==> src/lsu_params.svh <==
`ifndef LSU_PARAMS_SVH
`define LSU_PARAMS_SVH

// byte address width
`define LSU_ADDR_W 32

// data word width
`define LSU_XLEN 32

// data RAM depth in words
`define LSU_RAM_WORDS 256

// word index width, taken from address bits 9:2
`define LSU_RAM_IDX_W 8

// destination register index width
`define LSU_REG_W 5

`endif

==> src/lsu_mem_pkg.sv <==
`default_nettype none

`include "lsu_params.svh"

package lsu_mem_pkg;

    typedef logic [`LSU_ADDR_W-1:0] lsu_addr_t;

    typedef logic [`LSU_XLEN-1:0] lsu_word_t;

    // one enable bit per byte lane
    typedef logic [`LSU_XLEN/8-1:0] lsu_bmask_t;

    typedef logic [`LSU_RAM_IDX_W-1:0] lsu_ram_idx_t;

    // byte position inside a word
    typedef logic [1:0] lsu_offset_t;

endpackage

`default_nettype wire

==> src/lsu_mem_arbiter.sv <==
`timescale 1ns/100ps
`default_nettype none

module lsu_mem_arbiter (
    input  logic                       load_req_i,
    input  lsu_mem_pkg::lsu_ram_idx_t  load_idx_i,
    input  logic                       store_req_i,
    input  lsu_mem_pkg::lsu_ram_idx_t  store_idx_i,
    input  lsu_mem_pkg::lsu_bmask_t    store_bmask_i,
    input  lsu_mem_pkg::lsu_word_t     store_wdata_i,
    output logic                       load_gnt_o,
    output logic                       ram_en_o,
    output logic                       ram_we_o,
    output lsu_mem_pkg::lsu_ram_idx_t  ram_idx_o,
    output lsu_mem_pkg::lsu_bmask_t    ram_bmask_o,
    output lsu_mem_pkg::lsu_word_t     ram_wdata_o
);

    // store always wins, it has no way to retry
    assign load_gnt_o = load_req_i & ~store_req_i;

    assign ram_en_o    = store_req_i | load_req_i;
    assign ram_we_o    = store_req_i;
    assign ram_idx_o   = store_req_i ? store_idx_i : load_idx_i;
    assign ram_bmask_o = store_req_i ? store_bmask_i : '0;
    assign ram_wdata_o = store_req_i ? store_wdata_i : '0;

endmodule

`default_nettype wire

==> config.mk <==
export PLATFORM = sky130hd
export DESIGN_NAME = lsu_mem_arbiter
export DESIGN_NICKNAME = d
export VERILOG_FILES = /design/src/lsu_mem_pkg.sv /design/src/lsu_mem_arbiter.sv
export VERILOG_INCLUDE_DIRS = /design/src
export SDC_FILE = /design/constraint.sdc
export NUM_CORES = 1
export LEC_CHECK = 0
export ABC_AREA = 0
export ABC_CLOCK_PERIOD_IN_PS = 800
export BUFFER_PORTS_ARGS = -buffer_cell sky130_fd_sc_hd__buf_2
export CAP_MARGIN = 40
export CORE_MARGIN = 3
export CORE_UTILIZATION = 22
export DETAILED_ROUTE_END_ITERATION = 10
export PLACE_DENSITY = 0.94
export SLEW_MARGIN = 20
export SYNTH_ARGS = -nofsm -noshare
export SYNTH_HDL_FRONTEND = slang
export SYNTH_SLANG_ARGS = --single-unit
==> constraint.sdc <==
create_clock -name vclk -period 0.8
set_input_delay 0.08 -clock vclk [all_inputs]
set_output_delay 0.08 -clock vclk [all_outputs]
set_load 0.02 [all_outputs]
Yosys cells after proc, flatten, opt, wreduce, memory -nomap -nowiden:

Cells that the tools add are included.

* bits in registers: 0
* bits of input ports: 54
* output and inout port bits: 47
* logic and storage cells: 6

* multiplexer cells: 3
* bitwise logic cells: 3

Operators with widths (number)
* two-way mux 32 bit: 1
* two-way mux 8 bit: 1
* two-way mux 4 bit: 1
* bitwise AND 1 bit: 1
* NOT 1 bit: 1
* bitwise OR 1 bit: 1

Longest topological paths before layout:

* word-level depth: 2
* depth in mapped cells: 3
* gate-level depth less buffers: 1

Worst setup path before layout:

Ideal clock, no wire load.

* kind: in2out
* from: in store_req_i
* to: out ram_idx_o[5]
* arrival: 646 ps
* data required time: 720 ps
* setup slack: 74 ps
* stages: 3
* buffers on the path: 2
* cell sequence: buf_6 buf_8 mux2_4

* longest elaborated chain between the ends: 1

Ends and longest elaborated chain
* start: declaration: RTL line lsu_mem_arbiter.sv:7 `input logic store_req_i,`
* two-way mux 8 bit: RTL line lsu_mem_arbiter.sv:24 `assign ram_idx_o = store_req_i ? store_idx_i : load_idx_i;`
* end: declaration: RTL line lsu_mem_arbiter.sv:14 `output lsu_mem_pkg::lsu_ram_idx_t ram_idx_o,`

No other way between the ends.

Worst setup path after layout:

* from: in store_req_i
* to: out ram_idx_o[2]

Same word-level chain as after synthesis.

==> flow_summary_export.csv <==
group,metric,value,unit
power_and_ir_drop,p_sw_frac,0.416,
finish,nets,208,
setup_path,cp.required,0.72,ns
power_and_ir_drop,power_frac_comb,1.000,
setup_path,critPathMostFrequentCell,"buf_12",
setup_path,start_kind,"primary input",
finish,stdcell_count,168,
setup_path,arrival,0.76,ns
power_and_ir_drop,cellPowerDensity,673,nW/um2
global_routing,grt_pass1_wl,2460,um
routing,dr_total_vias,744,
power_and_ir_drop,leakage,0.000748,uW
finish,register_area,0,um2
finish,diodes,0,
yosys,yosys_warnings,0,
routing,drt-vias-per-instance,4.43,
setup_path,end_kind,"primary output",
finish,n_fill_cell,105,
place,dp.cells,166,
sta,hold_viol,0,
finish,layout_common_cells,"buf_2, buf_6, and2_4, and2_1, mux2_4",
power_and_ir_drop,pwr-share-seq,0,
global_routing,antenna_found_initial,0,
setup_path,crit_type,"in2out",
routing,drc,0,
routing,dr.pass1.iters,2,
finish,drive_above_1_share,0.901,
sta,setup_viol,29,
yosys,synth_cells,52,
sta,worstMarginPinSlew,0.118,ns
sta,max_freq,1190,MHz
setup_path,cp_cell_sequence,"buf_12 -> buf_12 -> mux2_4 -> buf_6",
setup_path,crit_fanout,7,
global_routing,groute.usage.overall,0.144,
outcome,status,"finished with violations",
sta,period_share,1.05,
global_routing,grt_start_max_net_pins,22,
sta,drv_slew,0,
power_and_ir_drop,power.internal,506,uW
die,start_util,0.244,
clock_tree,holdBufCountCts,0,
run,cap_violations,0,
die,core,1580,um2
yosys,ys_seq_area_frac,0,
power_and_ir_drop,clockPowerShare,0,
sta,layout_setup_ws,-0.0379,ns
die,ios,101,
power_and_ir_drop,p_switching,361,uW
finish,layout_commonest_cell,"buf_2",
finish,n_clock_buffer,0,
worst_hold_path,hold_class,"in2out",
yosys,synth_nets,106,
die,dieArea,2280,um2
clock_tree,post_cts_buffers,0,
routing,wire_per_inst,14.3,um
routing,totalWireLength,2410,um
finish,area_growth,235,%
outcome,violations,"setup timing",
finish,seq_cell_count,0,
setup_path,crit_buf_inv,3,
sta,relSlewSlack,0.922,
setup_path,crit_cells,4,
yosys,syn_area,384,um2
setup_path,crit_slowest_cell,"mux2_4",
yosys,syn_area_per_cell,7.39,um2
global_routing,overflow,0,
routing,ant_nets,0,
yosys,yosysUniqueCellTypes,9,
place,dp_hpwl,1710,um
place,io_buffers,101,
place,pre_cts_slack,-0.112,ns
setup_path,cpLargestDelayFamily,"buffers and inverters",
die,die-height,47.8,um
die,placementRows,14,
setup_path,cp_slowest_stage_delay,0.30,ns
finish,fin_util,0.817,
power_and_ir_drop,vdd_drop_max,0.409,mV
global_routing,grt_pass1_vias,614,
place,globalplace.congestion,0.726,
routing,first_iter_violations,1,
sta,whs,0.467,ns
sta,period_needed,0.838,ns
worst_hold_path,holdPathStages,3,
die,dieWidth,47.8,um
sta,grt_setup_unrepaired,"yes",
[logic make-up after synthesis]
| kind of cell | synth area share |
|---|---|
| buf+inv | 0.127 |
| mux | 0.254 |
| simple gates | 0.619 |
[final timing paths]
check / slack (ns) / start / to
hold / removal: 0.47 / store_wdata_i[29] / ram_wdata_o[29]
setup / recovery: -0.04 / store_req_i / ram_idx_o[2]
[through the flow]
step	power, uW	setup TNS [ns]	instance area, um2
after detailed placement	593	-1.93	908
after floorplan	333	0	384
after CTS	655	-1.08	1000
after global routing	918	-1.23	1290
final	867	-0.647	1290
after global placement	579	-1.50	908
[area by class of cell]
cell class	count	area, um2	share of cell area
timing repair buffer	106	856	0.665
tap	16	20.0	0.0155
multi-input combinational	46	412	0.320
[cell usage after synthesis]
master / number / area, um2
and2_1: 36 / 225
buf_2: 3 / 15.0
nor2b_1: 1 / 6.26
buf_8: 1 / 15.0
or2_1: 1 / 6.26
buf_4: 1 / 7.51
mux2_4: 2 / 30.0
buf_6: 1 / 11.3
mux2_2: 6 / 67.6
[power groups by stage]
stage / clock, uW / sequential (uW) / combinational (uW)
floorplan: 0 / 0 / 333
global placement: 0 / 0 / 579
detailed placement: 0 / 0 / 593
CTS: 0 / 0 / 655
global route: 0 / 0 / 918
finish: 0 / 0 / 867
[routing by layer]
layer / share of wire / GRT usage / vias up / wire [um]
met3: 0.12 / 0.00376 / 0 / 282
met2: 0.59 / 0.332 / 54 / 1420
met5: 0 / 0 / - / 0
met1: 0.29 / 0.141 / 326 / 700
met4: 0 / 0 / 0 / 0
li1: - / - / 364 / -
[timing repair]
action,4_1_cts,5_1_grt
gates cloned,2,0
endpoints found under the setup margin,32,42
gates resized for setup,13,93
endpoints found under the hold margin,0,0
(Power assumes the default switching activity.)
