`src/lsu_params.svh`:
```
`ifndef LSU_PARAMS_SVH
`define LSU_PARAMS_SVH

// byte address width
`define LSU_ADDR_W 32

// data word width
`define LSU_XLEN 32

// data RAM depth in words
`define LSU_RAM_WORDS 256

// word index width, taken from address bits 9:2
`define LSU_RAM_IDX_W 8

// destination register index width
`define LSU_REG_W 5

`endif

```
`src/lsu_mem_pkg.sv`:
```
`default_nettype none

`include "lsu_params.svh"

package lsu_mem_pkg;

    typedef logic [`LSU_ADDR_W-1:0] lsu_addr_t;

    typedef logic [`LSU_XLEN-1:0] lsu_word_t;

    // one enable bit per byte lane
    typedef logic [`LSU_XLEN/8-1:0] lsu_bmask_t;

    typedef logic [`LSU_RAM_IDX_W-1:0] lsu_ram_idx_t;

    // byte position inside a word
    typedef logic [1:0] lsu_offset_t;

endpackage

`default_nettype wire

```
`src/lsu_op_pkg.sv`:
```
`default_nettype none

`include "lsu_params.svh"

package lsu_op_pkg;

    typedef enum logic [1:0] {
        SIZE_BYTE = 2'b00,
        SIZE_HALF = 2'b01,
        SIZE_WORD = 2'b10
    } lsu_size_e;

    typedef enum logic [1:0] {
        EXC_NONE           = 2'b00,
        EXC_LOAD_MISALIGN  = 2'b01,
        EXC_STORE_MISALIGN = 2'b10
    } lsu_exc_e;

    typedef logic [`LSU_REG_W-1:0] lsu_reg_t;

    // byte lanes touched by an access
    function automatic lsu_mem_pkg::lsu_bmask_t byte_mask(
        input lsu_size_e size,
        input lsu_mem_pkg::lsu_offset_t offset
    );
        case (size)
            SIZE_WORD: byte_mask = 4'b1111;
            SIZE_HALF: byte_mask = (offset == 2'd3) ? 4'b1000 : (4'b0011 << offset);
            default:   byte_mask = 4'b0001 << offset;
        endcase
    endfunction

    function automatic logic misaligned(
        input lsu_size_e size,
        input lsu_mem_pkg::lsu_offset_t offset
    );
        case (size)
            SIZE_WORD: misaligned = |offset;
            SIZE_HALF: misaligned = offset[0];
            default:   misaligned = 1'b0;
        endcase
    endfunction

endpackage

`default_nettype wire

```
`src/lsu_store_pipe.sv`:
```
`timescale 1ns/100ps
`default_nettype none

`include "lsu_params.svh"

module lsu_store_pipe (
    input  logic                       clk,
    input  logic                       reset_i,
    input  logic                       store_valid_i,
    input  lsu_mem_pkg::lsu_addr_t     store_base_i,
    input  lsu_mem_pkg::lsu_addr_t     store_imm_i,
    input  lsu_op_pkg::lsu_size_e      store_size_i,
    input  lsu_mem_pkg::lsu_word_t     store_data_i,
    output logic                       store_req_o,
    output lsu_mem_pkg::lsu_ram_idx_t  store_idx_o,
    output lsu_mem_pkg::lsu_bmask_t    store_bmask_o,
    output lsu_mem_pkg::lsu_word_t     store_wdata_o,
    output logic                       store_wb_valid_o,
    output lsu_op_pkg::lsu_exc_e       store_wb_exc_o
);

    logic                       s1_valid;
    lsu_mem_pkg::lsu_addr_t     s1_addr;
    lsu_op_pkg::lsu_size_e      s1_size;
    lsu_mem_pkg::lsu_word_t     s1_data;
    lsu_mem_pkg::lsu_offset_t   s1_offset;
    logic                       s1_misalign;

    always_ff @(posedge clk) begin
        if (reset_i) begin
            s1_valid <= 1'b0;
        end else begin
            s1_valid <= store_valid_i;
        end
    end

    always_ff @(posedge clk) begin
        s1_addr <= store_base_i + store_imm_i;
        s1_size <= store_size_i;
        s1_data <= store_data_i;
    end

    assign s1_offset     = s1_addr[1:0];
    assign s1_misalign   = lsu_op_pkg::misaligned(s1_size, s1_offset);
    assign store_bmask_o = lsu_op_pkg::byte_mask(s1_size, s1_offset);
    assign store_idx_o   = s1_addr[`LSU_RAM_IDX_W+1:2];
    assign store_req_o   = s1_valid & ~s1_misalign;

    // copy data into every lane, the mask picks the right one
    always_comb begin
        case (s1_size)
            lsu_op_pkg::SIZE_BYTE: store_wdata_o = {4{s1_data[7:0]}};
            lsu_op_pkg::SIZE_HALF: store_wdata_o = {2{s1_data[15:0]}};
            default:               store_wdata_o = s1_data;
        endcase
    end

    always_ff @(posedge clk) begin
        if (reset_i) begin
            store_wb_valid_o <= 1'b0;
            store_wb_exc_o   <= lsu_op_pkg::EXC_NONE;
        end else begin
            store_wb_valid_o <= s1_valid;
            store_wb_exc_o   <= (s1_valid & s1_misalign) ? lsu_op_pkg::EXC_STORE_MISALIGN
                                                         : lsu_op_pkg::EXC_NONE;
        end
    end

endmodule

`default_nettype wire

```
`config.mk`:
```
export PLATFORM = sky130hd
export DESIGN_NAME = lsu_store_pipe
export DESIGN_NICKNAME = d
export VERILOG_FILES = /design/src/lsu_mem_pkg.sv /design/src/lsu_op_pkg.sv /design/src/lsu_store_pipe.sv
export VERILOG_INCLUDE_DIRS = /design/src
export SDC_FILE = /design/constraint.sdc
export NUM_CORES = 1
export LEC_CHECK = 0
export BUFFER_PORTS_ARGS = -buffer_cell sky130_fd_sc_hd__buf_2
export CAP_MARGIN = 20
export CORE_MARGIN = 2
export CORE_UTILIZATION = 40
export CTS_BUF_LIST = sky130_fd_sc_hd__clkbuf_16
export DETAILED_ROUTE_END_ITERATION = 16
export PLACE_DENSITY_LB_ADDON = 0.15
export RECOVER_POWER = 25
export SYNTH_ARGS = -nofsm -noshare
export SYNTH_HDL_FRONTEND = slang
export SYNTH_SLANG_ARGS = --single-unit
```
`constraint.sdc`:
```
create_clock -name clk -period 1.98 [get_ports clk]
set_input_delay 0.297 -clock clk [delete_from_list [all_inputs] [get_ports clk]]
set_output_delay 0.297 -clock clk [all_outputs]
set_load 0.05 [all_outputs]
```
==> Yosys cells after proc, flatten, opt, wreduce, memory -nomap -nowiden <==
Index checks and enable logic that the tools add are counted.
{ "word_totals": {"reg_bits": 48, "in_bits": 101, "output_inout_bits": 48, "wordCells": 22} }
{ "classes": {"n_addsub": 1, "eq_ne": 3, "shifts": 2, "n_mux": 5, "bitwise_logic": 3, "n_reduce_logical": 2} }
{ "ops": {"columns": ["op", "count"], "rows": [
  ["case mux 32 bit (2 select lines)", 1],
  ["adder 10 bit", 1],
  ["case mux 4 bit (2 select lines)", 1],
  ["== test 2 bit, second input constant", 2],
  ["2-to-1 mux 4 bit", 1],
  ["left shift 1 x 2 -> 4 bit, first input constant", 1],
  ["left shift 2 x 2 -> 4 bit, first input constant", 1],
  ["bitwise AND 1 bit", 2],
  ["== test 2 x 1 -> 1 bit, second input constant", 1],
  ["logical NOT 2 bit", 1],
  ["2-to-1 mux 2 bit", 1],
  ["case mux 1 bit (2 select lines)", 1],
  ["OR reduction 2 bit", 1],
  ["inverter 1 bit", 1]
]} }

==> Logic depth before layout (Yosys ltp) <==
{ "logic_depth": {"ltp_word": 4, "ltp_mapped": 8} }

==> Worst setup path before layout <==
Ideal clock, no wire load.
{ "synth_path": {"path_kind": "register -> output", "startpoint": "register s1_size[0]", "endpoint": "output port store_req_o", "t_arrival_ns": 1.962, "t_required_ns": 1.683, "slack_ns": -0.279, "path_stages_with_launch": 5, "path_buffers": 1, "cell_sequence": "dfxtp_1 inv_1 ha_1 clkbuf_1 a21boi_0"} }
{ "synth_between": {"elab_chain_cells": 4, "word_cells_on_any_way": 5, "cone_classes": "2 x eq/ne; 1 x mux; 2 x bitwise"} }
{ "synth_lines": {"columns": ["item", "line_no", "rtl"], "rows": [
  ["start, declared", "lsu_store_pipe.sv:24", "lsu_op_pkg::lsu_size_e s1_size;"],
  ["start signal, assigned", "lsu_store_pipe.sv:39", "s1_size <= store_size_i;"],
  ["== test 2 x 1 -> 1 bit / == test 2 bit (equally long branches)", "lsu_op_pkg.sv:37", "case (size)"],
  ["case mux 1 bit (2 select lines) (*)", "lsu_op_pkg.sv:37", null],
  ["inverter 1 bit (*)", "lsu_store_pipe.sv:47", "assign store_req_o = s1_valid & ~s1_misalign;"],
  ["bitwise AND 1 bit (*)", "lsu_store_pipe.sv:47", null],
  ["end, declared", "lsu_store_pipe.sv:14", "output logic store_req_o,"]
]} }
Every way passes the cells marked *; elsewhere a longest branch is shown, timed or not.

==> Worst setup path after layout <==
{ "layout_path": {"startpoint": "register s1_size[0]", "endpoint": "output port store_wdata_o[16]"} }
{ "layout_between": {"elab_chain_cells": 2, "word_cells_on_any_way": 3, "cone_classes": "1 x eq/ne; 1 x mux; 1 x reduce/logical"} }
{ "layout_lines": {"columns": ["item", "line_no", "rtl"], "rows": [
  ["== test 2 x 1 -> 1 bit / logical NOT 2 bit (equally long branches)", "lsu_store_pipe.sv:51", "case (s1_size)"],
  ["case mux 32 bit (2 select lines) (*)", "lsu_store_pipe.sv:51", null],
  ["end, declared", "lsu_store_pipe.sv:17", "output lsu_mem_pkg::lsu_word_t store_wdata_o,"]
]} }
Marks and branches as above.

==> results.md <==
* GRT Overall Usage at between 10% and 20%
* Post-synthesis compound-gate area fraction at 14.4%
* WP data required at 1.68 ns
* Fin crit share at 98.0%
* Fraction of layout cells with a size suffix above 1 at between 40% and 50%
* # rows at 25
* CTS tree: yes
* Die ar. at 0.00554 sq mm
* Starting Density at 41.7%
* Post-synthesis mux area share at 4.54%
* Slew Viols, Final at 0
* Leading cell type in the layout, fill and taps excluded: buf_2
* Core footprint at 0.00475 sq mm
* Antenna Violating Nets Remaining at 0
* Via density at 4.48
* RePlAce Congestion at 0.716
* Hold Buf Count CTS at 0
* Syn avg cell area at 10.4 sq um
* Syn Nets at 308
* Vias in the first global route at 1410
* NumNets Final at 402
* P per Cell Area at 971 mW/mm^2
* Final core utilization at slightly below 60%
* Yosys cell types at 34
* Vias post-DR at 1573
* Critical Path Fanout Max at 10
* Clock sink count at 47
* Clock root buffer: clkbuf_16
* Post-synth EDFFs at 0
* Pin count of the biggest net entering global routing at 18
* First-pass GRT wire length at 6040 um
* Setup CP Type: reg2out
* Crit path time final at a little under 2 ns
* ANT cells at 0
* Synth Area in Simple Gates at under 10%
* Placed Cells at 342
* Drt initial violations at 33
* Initial antenna violation count at 0
* Post-synthesis register bit count at 47
* Status: completed
* Clk_lat worst skew at 0.27 ns
* Post-DP HPWL at ~3200 um
* Setup Skew at about 0.0011 ns
* Final cell count without fillers at around 350
* Max_cap viols at 0
* Clk buf depth at 2
* Gate Count Post-Synth at between 150 and 200
* Register area share after synthesis at between 40% and 50%
* CTS clk-pin slew, worst paths at 0.06 ns
* Drt drc at 0
* Crit path DAT at 1.64 ns
* Top_reg_cell synth: dfxtp_1
* Hold Fails Final Rpt at 0
* Fmax at 515 MHz
* Wirelength, routed at 4100 um
* Htree depth at 2
* Xor/xnor share of the synthesized area at under 10%
* Port buffer count at slightly above 100
* Setup_tns at 0 ns
* Die Y at about 74 um
* DR pass1 iterations at 4
* Static leakage at 1.40 nW
* Min-Delay Path Class: in2reg
* Most frequent cells in the layout: 90 x buf_2, 45 x dfxtp_1, 18 x nand2_1
* Die W at 74.4 um
* Startpoint Class: flip-flop
* Synth Area in Adders at between 10% and 20%
* Warnings, synthesis at 0
* Layout area overhead at 38.4%
* Cell Area, Synth at a little under 0.002 sq mm
* Dominant combinational cell family by area after synthesis: compound AO/OA/AOI/OAI gates
* I/O pins at 149
* Fillers at about 450
* Hold slack at 0.120 ns
* RSZ-0062 raised after global routing: yes
* CTS buffer count at 5
* FFs w/ async S/R, synth at 0%
* Finish-stage setup viols at 0
* Endpoint class of the critical path: primary output
* Worst VDD drop at 0.384 mV
* DR WL/cell at about 12 um
* Grt ovf at 0
-- sequential cells by signal (all words and copies together) (netlist names) --
| name | cells |
|---|---|
| store_wb_valid_o | 1 |
| s1_size | 2 |
| s1_valid | 1 |
| store_wb_exc_o | 1 |
| s1_data | 32 |
| s1_addr | 10 |
-- power breakdown --
group	total (mW)	internal (mW)	switching, mW	leakage [nW]
logic	0.847	0.274	0.572	0.935
registers	1.06	1.03	0.0340	0.396
clock network	0.756	0.453	0.303	0.0671
total	2.67	1.76	0.910	1.40
-- cells by family (layout without fill, tap and decap cells) --
kind of cell	after synthesis	count (layout)
other	1	1
xor gates and xnor gates	9	9
DFF	47	47
muxes	8	8
and+or+nand+nor	38	38
AOI/OAI and AO/OA	37	37
buffers and inverters	33	127
adders and majority gates	17	17
-- metal layers --
metal  GRT usage (%)  vias up  wire, um  share of wire [%]
li1                -      817         -                  -
met1            16.1      694      1690                 41
met2            25.6       58      2030                 50
met3            4.61        4       335                8.2
met4            4.76        0        39               0.95
met5               0        -         0                  0
-- stage by stage --
step	cell area [sq um]	power (mW)	setup WS [ns]
finish	2740	2.67	0.0397
global placement	2480	1.88	0.0710
CTS	2690	2.67	0.00406
floorplan	2000	1.75	0.0617
detailed placement	2480	1.88	0.0882
global route	2740	2.80	-0.0259
-- synth_stat cells (all sizes together), types with 2 or more instances --
library cell / count / area share [%]
clkbuf: 4 / 0.76
a21o: 2 / 0.76
inv: 11 / 2.1
ha: 16 / 10
dfxtp: 47 / 47
nor2b: 3 / 0.95
mux2: 8 / 4.5
nand3: 3 / 0.76
a22o: 9 / 4.0
and3: 3 / 1.2
a21oi: 9 / 2.3
buf: 18 / 6.7
a22oi: 8 / 3.0
nand2: 19 / 3.6
nor2: 8 / 1.6
xnor2: 8 / 3.5
-- path summary, 6_finish.rpt --
kind | end | from | slack [ns] | cells after the start
worst max-delay path | store_wdata_o[16] | s1_size[0] | 0.04 | 6
worst min register to register | store_wb_valid_o | s1_valid | 0.47 | 1
worst max register to register | store_wb_exc_o[1] | s1_size[0] | 0.83 | 5
worst min-delay path | s1_data[4] | store_data_i[4] | 0.12 | 1
-- area by class of cell --
type | instances | area [sq um] | share of cell area (%)
tap | 67 | 83.8 | 3.06
clock buffer | 5 | 125 | 4.56
timing repair buffer | 109 | 639 | 23.3
inverter | 11 | 41.3 | 1.50
clock inverter | 2 | 8.76 | 0.319
sequential | 47 | 943 | 34.4
multi-input combinational | 110 | 902 | 32.9
-- worst max-delay path, stage by stage, from the launching register on --
cell and delay, ns:
dfxtp_2 0.36, inv_2 0.06, ha_4 0.17, nor2_4 0.14, buf_12 0.14, mux2_1 0.34
buf_6 0.16
-- repair_timing --
action | 4_1_cts | 5_1_grt
pin swaps | 1 | 1
setup endpoints to repair | 24 | 24
resized for setup | 15 | 20
setup buffers | 2 | 0
Note: power is estimated with default switching activity, not from simulation.
