File: config.mk
export PLATFORM = sky130hd
export DESIGN_NAME = lsu_load_pipe
export DESIGN_NICKNAME = d
export VERILOG_FILES = /design/src/lsu_mem_pkg.sv /design/src/lsu_op_pkg.sv /design/src/lsu_load_pipe.sv
export VERILOG_INCLUDE_DIRS = /design/src
export SDC_FILE = /design/constraint.sdc
export NUM_CORES = 1
export LEC_CHECK = 0
export ABC_CLOCK_PERIOD_IN_PS = 3950
export BUFFER_PORTS_ARGS = -buffer_cell sky130_fd_sc_hd__buf_2
export CAP_MARGIN = 0
export CORE_MARGIN = 4
export CORE_UTILIZATION = 39
export CTS_BUF_LIST = sky130_fd_sc_hd__clkbuf_8
export DETAILED_ROUTE_END_ITERATION = 7
export PLACE_DENSITY = 0.77
export SLEW_MARGIN = 30
export SYNTH_ARGS = -nofsm -noshare
export SYNTH_HDL_FRONTEND = slang
export SYNTH_SLANG_ARGS = --single-unit
File: constraint.sdc
create_clock -name clk -period 3.95 [get_ports clk]
set_clock_uncertainty 0.2 [all_clocks]
set_input_delay 1.185 -clock clk [delete_from_list [all_inputs] [get_ports clk]]
set_output_delay 1.185 -clock clk [all_outputs]
set_load 0.02 [all_outputs]
File: src/lsu_params.svh
`ifndef LSU_PARAMS_SVH
`define LSU_PARAMS_SVH

// byte address width
`define LSU_ADDR_W 32

// data word width
`define LSU_XLEN 32

// data RAM depth in words
`define LSU_RAM_WORDS 256

// word index width, taken from address bits 9:2
`define LSU_RAM_IDX_W 8

// destination register index width
`define LSU_REG_W 5

`endif

File: src/lsu_mem_pkg.sv
`default_nettype none

`include "lsu_params.svh"

package lsu_mem_pkg;

    typedef logic [`LSU_ADDR_W-1:0] lsu_addr_t;

    typedef logic [`LSU_XLEN-1:0] lsu_word_t;

    // one enable bit per byte lane
    typedef logic [`LSU_XLEN/8-1:0] lsu_bmask_t;

    typedef logic [`LSU_RAM_IDX_W-1:0] lsu_ram_idx_t;

    // byte position inside a word
    typedef logic [1:0] lsu_offset_t;

endpackage

`default_nettype wire

File: src/lsu_op_pkg.sv
`default_nettype none

`include "lsu_params.svh"

package lsu_op_pkg;

    typedef enum logic [1:0] {
        SIZE_BYTE = 2'b00,
        SIZE_HALF = 2'b01,
        SIZE_WORD = 2'b10
    } lsu_size_e;

    typedef enum logic [1:0] {
        EXC_NONE           = 2'b00,
        EXC_LOAD_MISALIGN  = 2'b01,
        EXC_STORE_MISALIGN = 2'b10
    } lsu_exc_e;

    typedef logic [`LSU_REG_W-1:0] lsu_reg_t;

    // byte lanes touched by an access
    function automatic lsu_mem_pkg::lsu_bmask_t byte_mask(
        input lsu_size_e size,
        input lsu_mem_pkg::lsu_offset_t offset
    );
        case (size)
            SIZE_WORD: byte_mask = 4'b1111;
            SIZE_HALF: byte_mask = (offset == 2'd3) ? 4'b1000 : (4'b0011 << offset);
            default:   byte_mask = 4'b0001 << offset;
        endcase
    endfunction

    function automatic logic misaligned(
        input lsu_size_e size,
        input lsu_mem_pkg::lsu_offset_t offset
    );
        case (size)
            SIZE_WORD: misaligned = |offset;
            SIZE_HALF: misaligned = offset[0];
            default:   misaligned = 1'b0;
        endcase
    endfunction

endpackage

`default_nettype wire

File: src/lsu_load_pipe.sv
`timescale 1ns/100ps
`default_nettype none

`include "lsu_params.svh"

module lsu_load_pipe (
    input  logic                       clk,
    input  logic                       reset_i,
    input  logic                       load_valid_i,
    input  lsu_mem_pkg::lsu_addr_t     load_base_i,
    input  lsu_mem_pkg::lsu_addr_t     load_imm_i,
    input  lsu_op_pkg::lsu_size_e      load_size_i,
    input  logic                       load_uext_i,
    input  lsu_op_pkg::lsu_reg_t       load_rd_i,
    input  logic                       load_gnt_i,
    input  lsu_mem_pkg::lsu_word_t     ram_rdata_i,
    output logic                       load_req_o,
    output lsu_mem_pkg::lsu_ram_idx_t  load_idx_o,
    output logic                       load_wb_valid_o,
    output lsu_op_pkg::lsu_reg_t       load_wb_rd_o,
    output lsu_mem_pkg::lsu_word_t     load_wb_data_o,
    output lsu_op_pkg::lsu_exc_e       load_wb_exc_o,
    output logic                       load_replay_o
);

    lsu_mem_pkg::lsu_addr_t     s0_addr;
    logic                       s1_valid;
    logic                       s1_misalign;
    lsu_mem_pkg::lsu_addr_t     s1_addr;
    lsu_op_pkg::lsu_size_e      s1_size;
    logic                       s1_uext;
    lsu_op_pkg::lsu_reg_t       s1_rd;
    lsu_mem_pkg::lsu_offset_t   s1_offset;
    lsu_mem_pkg::lsu_bmask_t    s1_bmask;
    lsu_mem_pkg::lsu_offset_t   s2_offset;
    lsu_mem_pkg::lsu_bmask_t    s2_bmask;
    lsu_op_pkg::lsu_size_e      s2_size;
    logic                       s2_uext;
    lsu_mem_pkg::lsu_word_t     lane_mask;
    lsu_mem_pkg::lsu_word_t     shifted;
    lsu_mem_pkg::lsu_word_t     extended;

    // stage 0: agu
    assign s0_addr = load_base_i + load_imm_i;

    always_ff @(posedge clk) begin
        if (reset_i) begin
            s1_valid <= 1'b0;
        end else begin
            s1_valid <= load_valid_i;
        end
    end

    always_ff @(posedge clk) begin
        s1_addr     <= s0_addr;
        s1_size     <= load_size_i;
        s1_uext     <= load_uext_i;
        s1_rd       <= load_rd_i;
        s1_misalign <= lsu_op_pkg::misaligned(load_size_i, s0_addr[1:0]);
    end

    // stage 1: ram request, misaligned loads never reach the ram
    assign s1_offset  = s1_addr[1:0];
    assign s1_bmask   = lsu_op_pkg::byte_mask(s1_size, s1_offset);
    assign load_req_o = s1_valid & ~s1_misalign;
    assign load_idx_o = s1_addr[`LSU_RAM_IDX_W+1:2];

    always_ff @(posedge clk) begin
        if (reset_i) begin
            load_wb_valid_o <= 1'b0;
            load_replay_o   <= 1'b0;
            load_wb_exc_o   <= lsu_op_pkg::EXC_NONE;
        end else begin
            load_wb_valid_o <= s1_valid & (s1_misalign | load_gnt_i);
            // lost the port to a store
            load_replay_o   <= load_req_o & ~load_gnt_i;
            load_wb_exc_o   <= (s1_valid & s1_misalign) ? lsu_op_pkg::EXC_LOAD_MISALIGN
                                                        : lsu_op_pkg::EXC_NONE;
        end
    end

    always_ff @(posedge clk) begin
        load_wb_rd_o <= s1_rd;
        s2_offset    <= s1_offset;
        s2_bmask     <= s1_bmask;
        s2_size      <= s1_size;
        s2_uext      <= s1_uext;
    end

    // stage 2: keep only the addressed lanes, then align to bit 0
    always_comb begin
        for (int i = 0; i < `LSU_XLEN/8; i++) begin
            lane_mask[8*i +: 8] = {8{s2_bmask[i]}};
        end
    end

    assign shifted = (ram_rdata_i & lane_mask) >> {s2_offset, 3'b000};

    always_comb begin
        case (s2_size)
            lsu_op_pkg::SIZE_BYTE: extended = {{24{~s2_uext & shifted[7]}}, shifted[7:0]};
            lsu_op_pkg::SIZE_HALF: extended = {{16{~s2_uext & shifted[15]}}, shifted[15:0]};
            default:               extended = shifted;
        endcase
    end

    assign load_wb_data_o = (load_wb_exc_o != lsu_op_pkg::EXC_NONE) ? '0 : extended;

endmodule

`default_nettype wire

# ---- Yosys cells after proc, flatten, opt, wreduce, memory -nomap -nowiden
# Cells that the tools add are included.
dict set report word_totals {
  regBits 38
  elab_cells 44
}
dict set report classes {
  n_addsub 1
  n_eq_ne 6
  n_shift 3
  mux 6
  n_bitwise 11
  reduce_logical 3
}
# op n
set op_table {}
lappend op_table {{32-bit one-hot mux with 2 select lines} 1}
lappend op_table {{32-bit bitwise AND} 1}
lappend op_table {{32-bit 2-to-1 mux} 1}
lappend op_table {{32-bit by 5-bit right shift with 32-bit output} 1}
lappend op_table {{10-bit adder} 1}
lappend op_table {{4-bit one-hot mux with 2 select lines} 1}
lappend op_table {{1-bit bitwise AND} 6}
lappend op_table {{2-bit by 1-bit == test with 1-bit output (second input constant)} 3}
lappend op_table {{2-bit == test (second input constant)} 3}
lappend op_table {{4-bit 2-to-1 mux} 1}
lappend op_table {{1-bit by 2-bit left shift with 4-bit output (first input constant)} 1}
lappend op_table {{2-bit by 2-bit left shift with 4-bit output (first input constant)} 1}
lappend op_table {{1-bit NOT} 3}
lappend op_table {{2-bit logical NOT} 1}
lappend op_table {{1-bit one-hot mux with 2 select lines} 1}
lappend op_table {{2-bit nonzero test} 1}
lappend op_table {{2-bit OR reduction} 1}
lappend op_table {{1-bit 2-to-1 mux} 1}
lappend op_table {{1-bit OR} 1}

# ---- Depth between registers and ports, before layout
dict set report depth {
  depth_word 5
  depth_mapped 8
}

# ---- Least setup slack after synthesis
# OpenSTA, ideal clock, no wires.
dict set report synth_path {
  kind {input-to-output}
  startpoint {in ram_rdata_i[23]}
  endpoint {out load_wb_data_o[21]}
  t_arrival_ps 2779
  required_ps 2565
  path_slack_ps -214
  cell_stages 7
  path_buffers 2
  cell_sequence {nand2_1 > mux4_2 > or3_1 > buf_2 > a21boi_4 > buf_6 > a21oi_2}
}
dict set report synth_between {
  elab_chain_cells 5
}
# element line_no
set synth_rtl {}
lappend synth_rtl {{from (decl)} lsu_load_pipe.sv:16} ;# input lsu_mem_pkg::lsu_word_t ram_rdata_i,
lappend synth_rtl {{32-bit bitwise AND (*)} lsu_load_pipe.sv:97} ;# assign shifted = (ram_rdata_i & lane_mask) >> {s2_offset, 3'b000};
lappend synth_rtl {{32-bit by 5-bit right shift with 32-bit output (*)} lsu_load_pipe.sv:97}
lappend synth_rtl {{1-bit bitwise AND (on tied branches)} {lsu_load_pipe.sv:102, lsu_load_pipe.sv:101}}
lappend synth_rtl {{32-bit one-hot mux with 2 select lines (*)} lsu_load_pipe.sv:100} ;# case (s2_size)
lappend synth_rtl {{32-bit 2-to-1 mux (*)} lsu_load_pipe.sv:107} ;# assign load_wb_data_o = (load_wb_exc_o != lsu_op_pkg::EXC_NONE) ? '0 : extended;
lappend synth_rtl {{to (decl)} lsu_load_pipe.sv:21} ;# output lsu_mem_pkg::lsu_word_t load_wb_data_o,
# Every way passes the cells marked *; elsewhere a longest branch is shown, timed or not.

# ---- Worst setup path in the final report
dict set report layout_path {
  startpoint {in ram_rdata_i[31]}
  endpoint {out load_wb_data_o[28]}
}
# The elaborated chain is that of the path after synthesis.

==> out/qor.yml <==
clock_tree:
  tritoncts: "built"
  holdBufCountCts: 0
  cts_sinks: 37
  cts_root_buf: "clkbuf_8"
  cts_max_level: 2
  cts_inserted_buffers: 5
  clk_pin_slew_ns: 0.07
  cts_max_path_buffers: 2
  insertion_delay_ns: 0.28
placement:
  post-place-ws_ns: -0.335
  place.gp.congestion: 0.949
  io_buffers: 112
  dp_hpwl_um: 5160
setup_path:
  crit_start: "ram_rdata_i[31]"
  critPathKind: "primary input to primary output"
  reg2reg_slack_ns: 2.56
  crit_end: "load_wb_data_o[28]"
  cp-end-kind: "primary output"
  reg2reg_depth: 6
  start_kind: "primary input"
  crit_fanout: 8
  timing.rr.end: "s2_bmask[3]"
  worstPathArrival_ns: 2.83
  critPathRequiredTime_ns: 2.56
  r2r_start: "s1_size[0]"
floorplanning:
  die_w_um: 85.2
  ioPinCount: 158
  die_area_um2: 7260
  rows: 27
  start_util_pct: 41.2
  die_h_um: 85.2
  core_um2: 5640
global_route:
  grt_util_all_layers_pct: 18.2
  use_met1_pct: 20.8
  grt_pass1_vias: 2380
  met2_usage_pct: 32.3
  grt_pass1_wl_um: 10700
  grt_max_degree: 35
  grt_use_met3_pct: 4.37
  gr-total-overflow: 0
  top_usage_layer: "met2"
  grt_antenna_before_repair: 0
timing:
  fin_crit_ns: 4.21
  fmax_ghz: 0.238
  worst_slew_pin_slew_ns: 0.935
  setup_viol: 24
  maxSlewViolCount: 0
  setup_tns_ns: -5.01
  slew_headroom_pct: 37.7
  hold_viol_final: 0
  fin_crit_sh_pct: 107
  worst_slack_ns: -0.260
  rsz0062_at_grt: "true"
yosys:
  syn_area_per_cell_um2: 7.80
  syn_nets: 425
  synth_seq_cells: 37
  yosys.area.top_type: "dfxtp_1"
  synth_top_cell_area_share_pct: 31.9
  seq_area_frac_synth_pct: 31.9
  synthesis.area_um2: 2320
  yosysWarningCount: 0
  yosysUniqueCellTypes: 40
  synth_area_leaders: "dfxtp_1 32%, ha_1 9.7%, a21oi_1 8.2%"
  syn_inst: 298
pwr:
  p_leak_nw: 1.59
  powerDensity_nw_per_um2: 383
  ir_drop_uv: 324
outcome:
  outcome: "finished with violations"
  violations: "negative setup slack"
routing:
  first_iter_violations: 91
  dr.pass1.iters: 4
  finalWirelength_um: 6740
  drc: 0
  via_per_inst: 5.20
  vias: 2479
  routedWlPerCell_um: 14.1
  drtAntennaViolNets: 0
layout:
  fin_nets: 531
  areaGrowthSynthToFinish_pct: 42.8
  final_layout_size_suffix_gt1_share_pct: 38.3
  num_antenna_cells: 0
flow_run:
  max_cap_violations: 0
worst_hold_path:
  hold_path.class: "flip-flop to flip-flop"
==> cell usage after synthesis <==
cell / number
or3_1: 1
nand2b_1: 2
buf_6: 1
buf_1: 4
nand3b_1: 7
o21a_1: 1
nor2b_1: 6
a2111oi_0: 1
a21boi_4: 1
conb_1: 1
nand2_1: 28
buf_2: 1
o311ai_1: 1
o21ai_0: 11
xnor2_1: 8
o21bai_1: 1
o21ai_1: 9
nor2_1: 25
and2_1: 2
a21oi_2: 10
nand3_1: 21
a31oi_1: 1
a41o_1: 1
fa_1: 1
a21o_1: 3
mux4_2: 1
or2_1: 1
o41ai_1: 1
nor3_1: 2
a32oi_1: 7
inv_1: 14
a21oi_1: 38
buf_4: 9
ha_1: 18
nor3b_1: 1
and3_1: 7
dfxtp_1: 37
clkbuf_1: 12
xor2_1: 1
or2_2: 1
==> repair_timing <==
item / in CTS / in global routing
pin swaps: 4 / 4
resized for setup: 41 / 4
gates cloned: 1 / 0
setup buffers: 0 / 1
endpoints found under the setup margin: 24 / 24
==> through the flow <==
step                      instance area, um2  utilization [%]  std cells  total power [W]  hold WS (ns)
after floorplan                         2430                -        298         0.000741         0.110
after CTS                               3300             58.5        476          0.00128         0.137
after global routing                    3320             58.9        477          0.00135         0.141
final                                   3320             58.9        477          0.00127         0.134
after detailed placement                3020             53.4        467         0.000864         0.116
after global placement                  3020             53.4        467         0.000854         0.110
==> worst max-delay path: stages <==
cell,delay [ns]
buf_8,0.08
nand2_4,0.04
mux4_2,0.51
or3_4,0.42
a21boi_4,0.23
a21oi_4,0.22
buf_6,0.14
==> cell type report <==
cell class / count / area [um2]
clock inverter: 3 / 68.8
inverter: 14 / 52.6
tap: 72 / 90.1
timing repair buffer: 125 / 779
multi-input combinational: 221 / 1520
sequential: 37 / 742
fill: 522 / 2320
clock buffer: 5 / 68.8
==> state kept, by name, indices dropped and copies added (netlist names) <==
name and flops:
load_replay_o 1, load_wb_valid_o 1, s2_bmask 4, s1_valid 1, s2_size 2, s1_size 2
s1_uext 1, s2_offset 2, load_wb_exc_o 1, s1_misalign 1, load_wb_rd_o 5, s1_addr 10
s1_rd 5, s2_uext 1
==> power by group <==
part | switching [W] | internal (W) | total (W)
clock network | 0.000129 | 0.000254 | 0.000383
registers | 0.0000241 | 0.000414 | 0.000438
logic | 0.000261 | 0.000189 | 0.000450
total | 0.000415 | 0.000857 | 0.00127
==> metal layers <==
layer	share of wire (%)	up-vias
met5	0	-
met4	2.6	0
met3	10	14
met2	50	117
met1	38	1111
li1	-	1237
==> cells by family after synthesis <==
group                    share of synthesized area [%]
AO/OA/AOI/OAI                                     23.1
buffers and inverters                             8.45
adder cells (fa/ha/maj)                           10.5
multiplexers                                     0.969
AND/OR/NAND/NOR                                   21.5
other                                            0.161
flip-flops                                        31.9
XOR/XNOR                                          3.39
==> worst min-delay path by stage <==
stage / startpoint / to / slack, ns / cells past startpoint
after floorplan: s1_rd[0] / load_wb_rd_o[0] / 0.11 / 0
after global placement: s1_rd[3] / load_wb_rd_o[3] / 0.11 / 0
after detailed placement: s1_uext / s2_uext / 0.12 / 0
after CTS: s1_uext / s2_uext / 0.14 / 0
after global routing: s1_uext / s2_uext / 0.14 / 0
final: s1_uext / s2_uext / 0.13 / 0
==> cells in the final DEF, fill, tap and decap left out, types with 3 or more instances in the layout <==
cell type,Yosys,routed
clkbuf_8,0,5
buf_4,9,25
buf_6,1,13
xnor2_1,8,8
buf_2,1,86
nand3_1,21,21
a21oi_4,0,10
nand2_1,28,25
nor2_1,25,25
dfxtp_1,37,36
and3_1,7,7
o21ai_1,9,9
inv_1,14,14
a21oi_1,38,36
nand3b_1,7,7
nor2b_1,6,6
o21ai_0,11,11
a21o_1,3,3
ha_1,18,18
a32oi_1,7,7
Note: power is estimated with default switching activity, not from simulation.
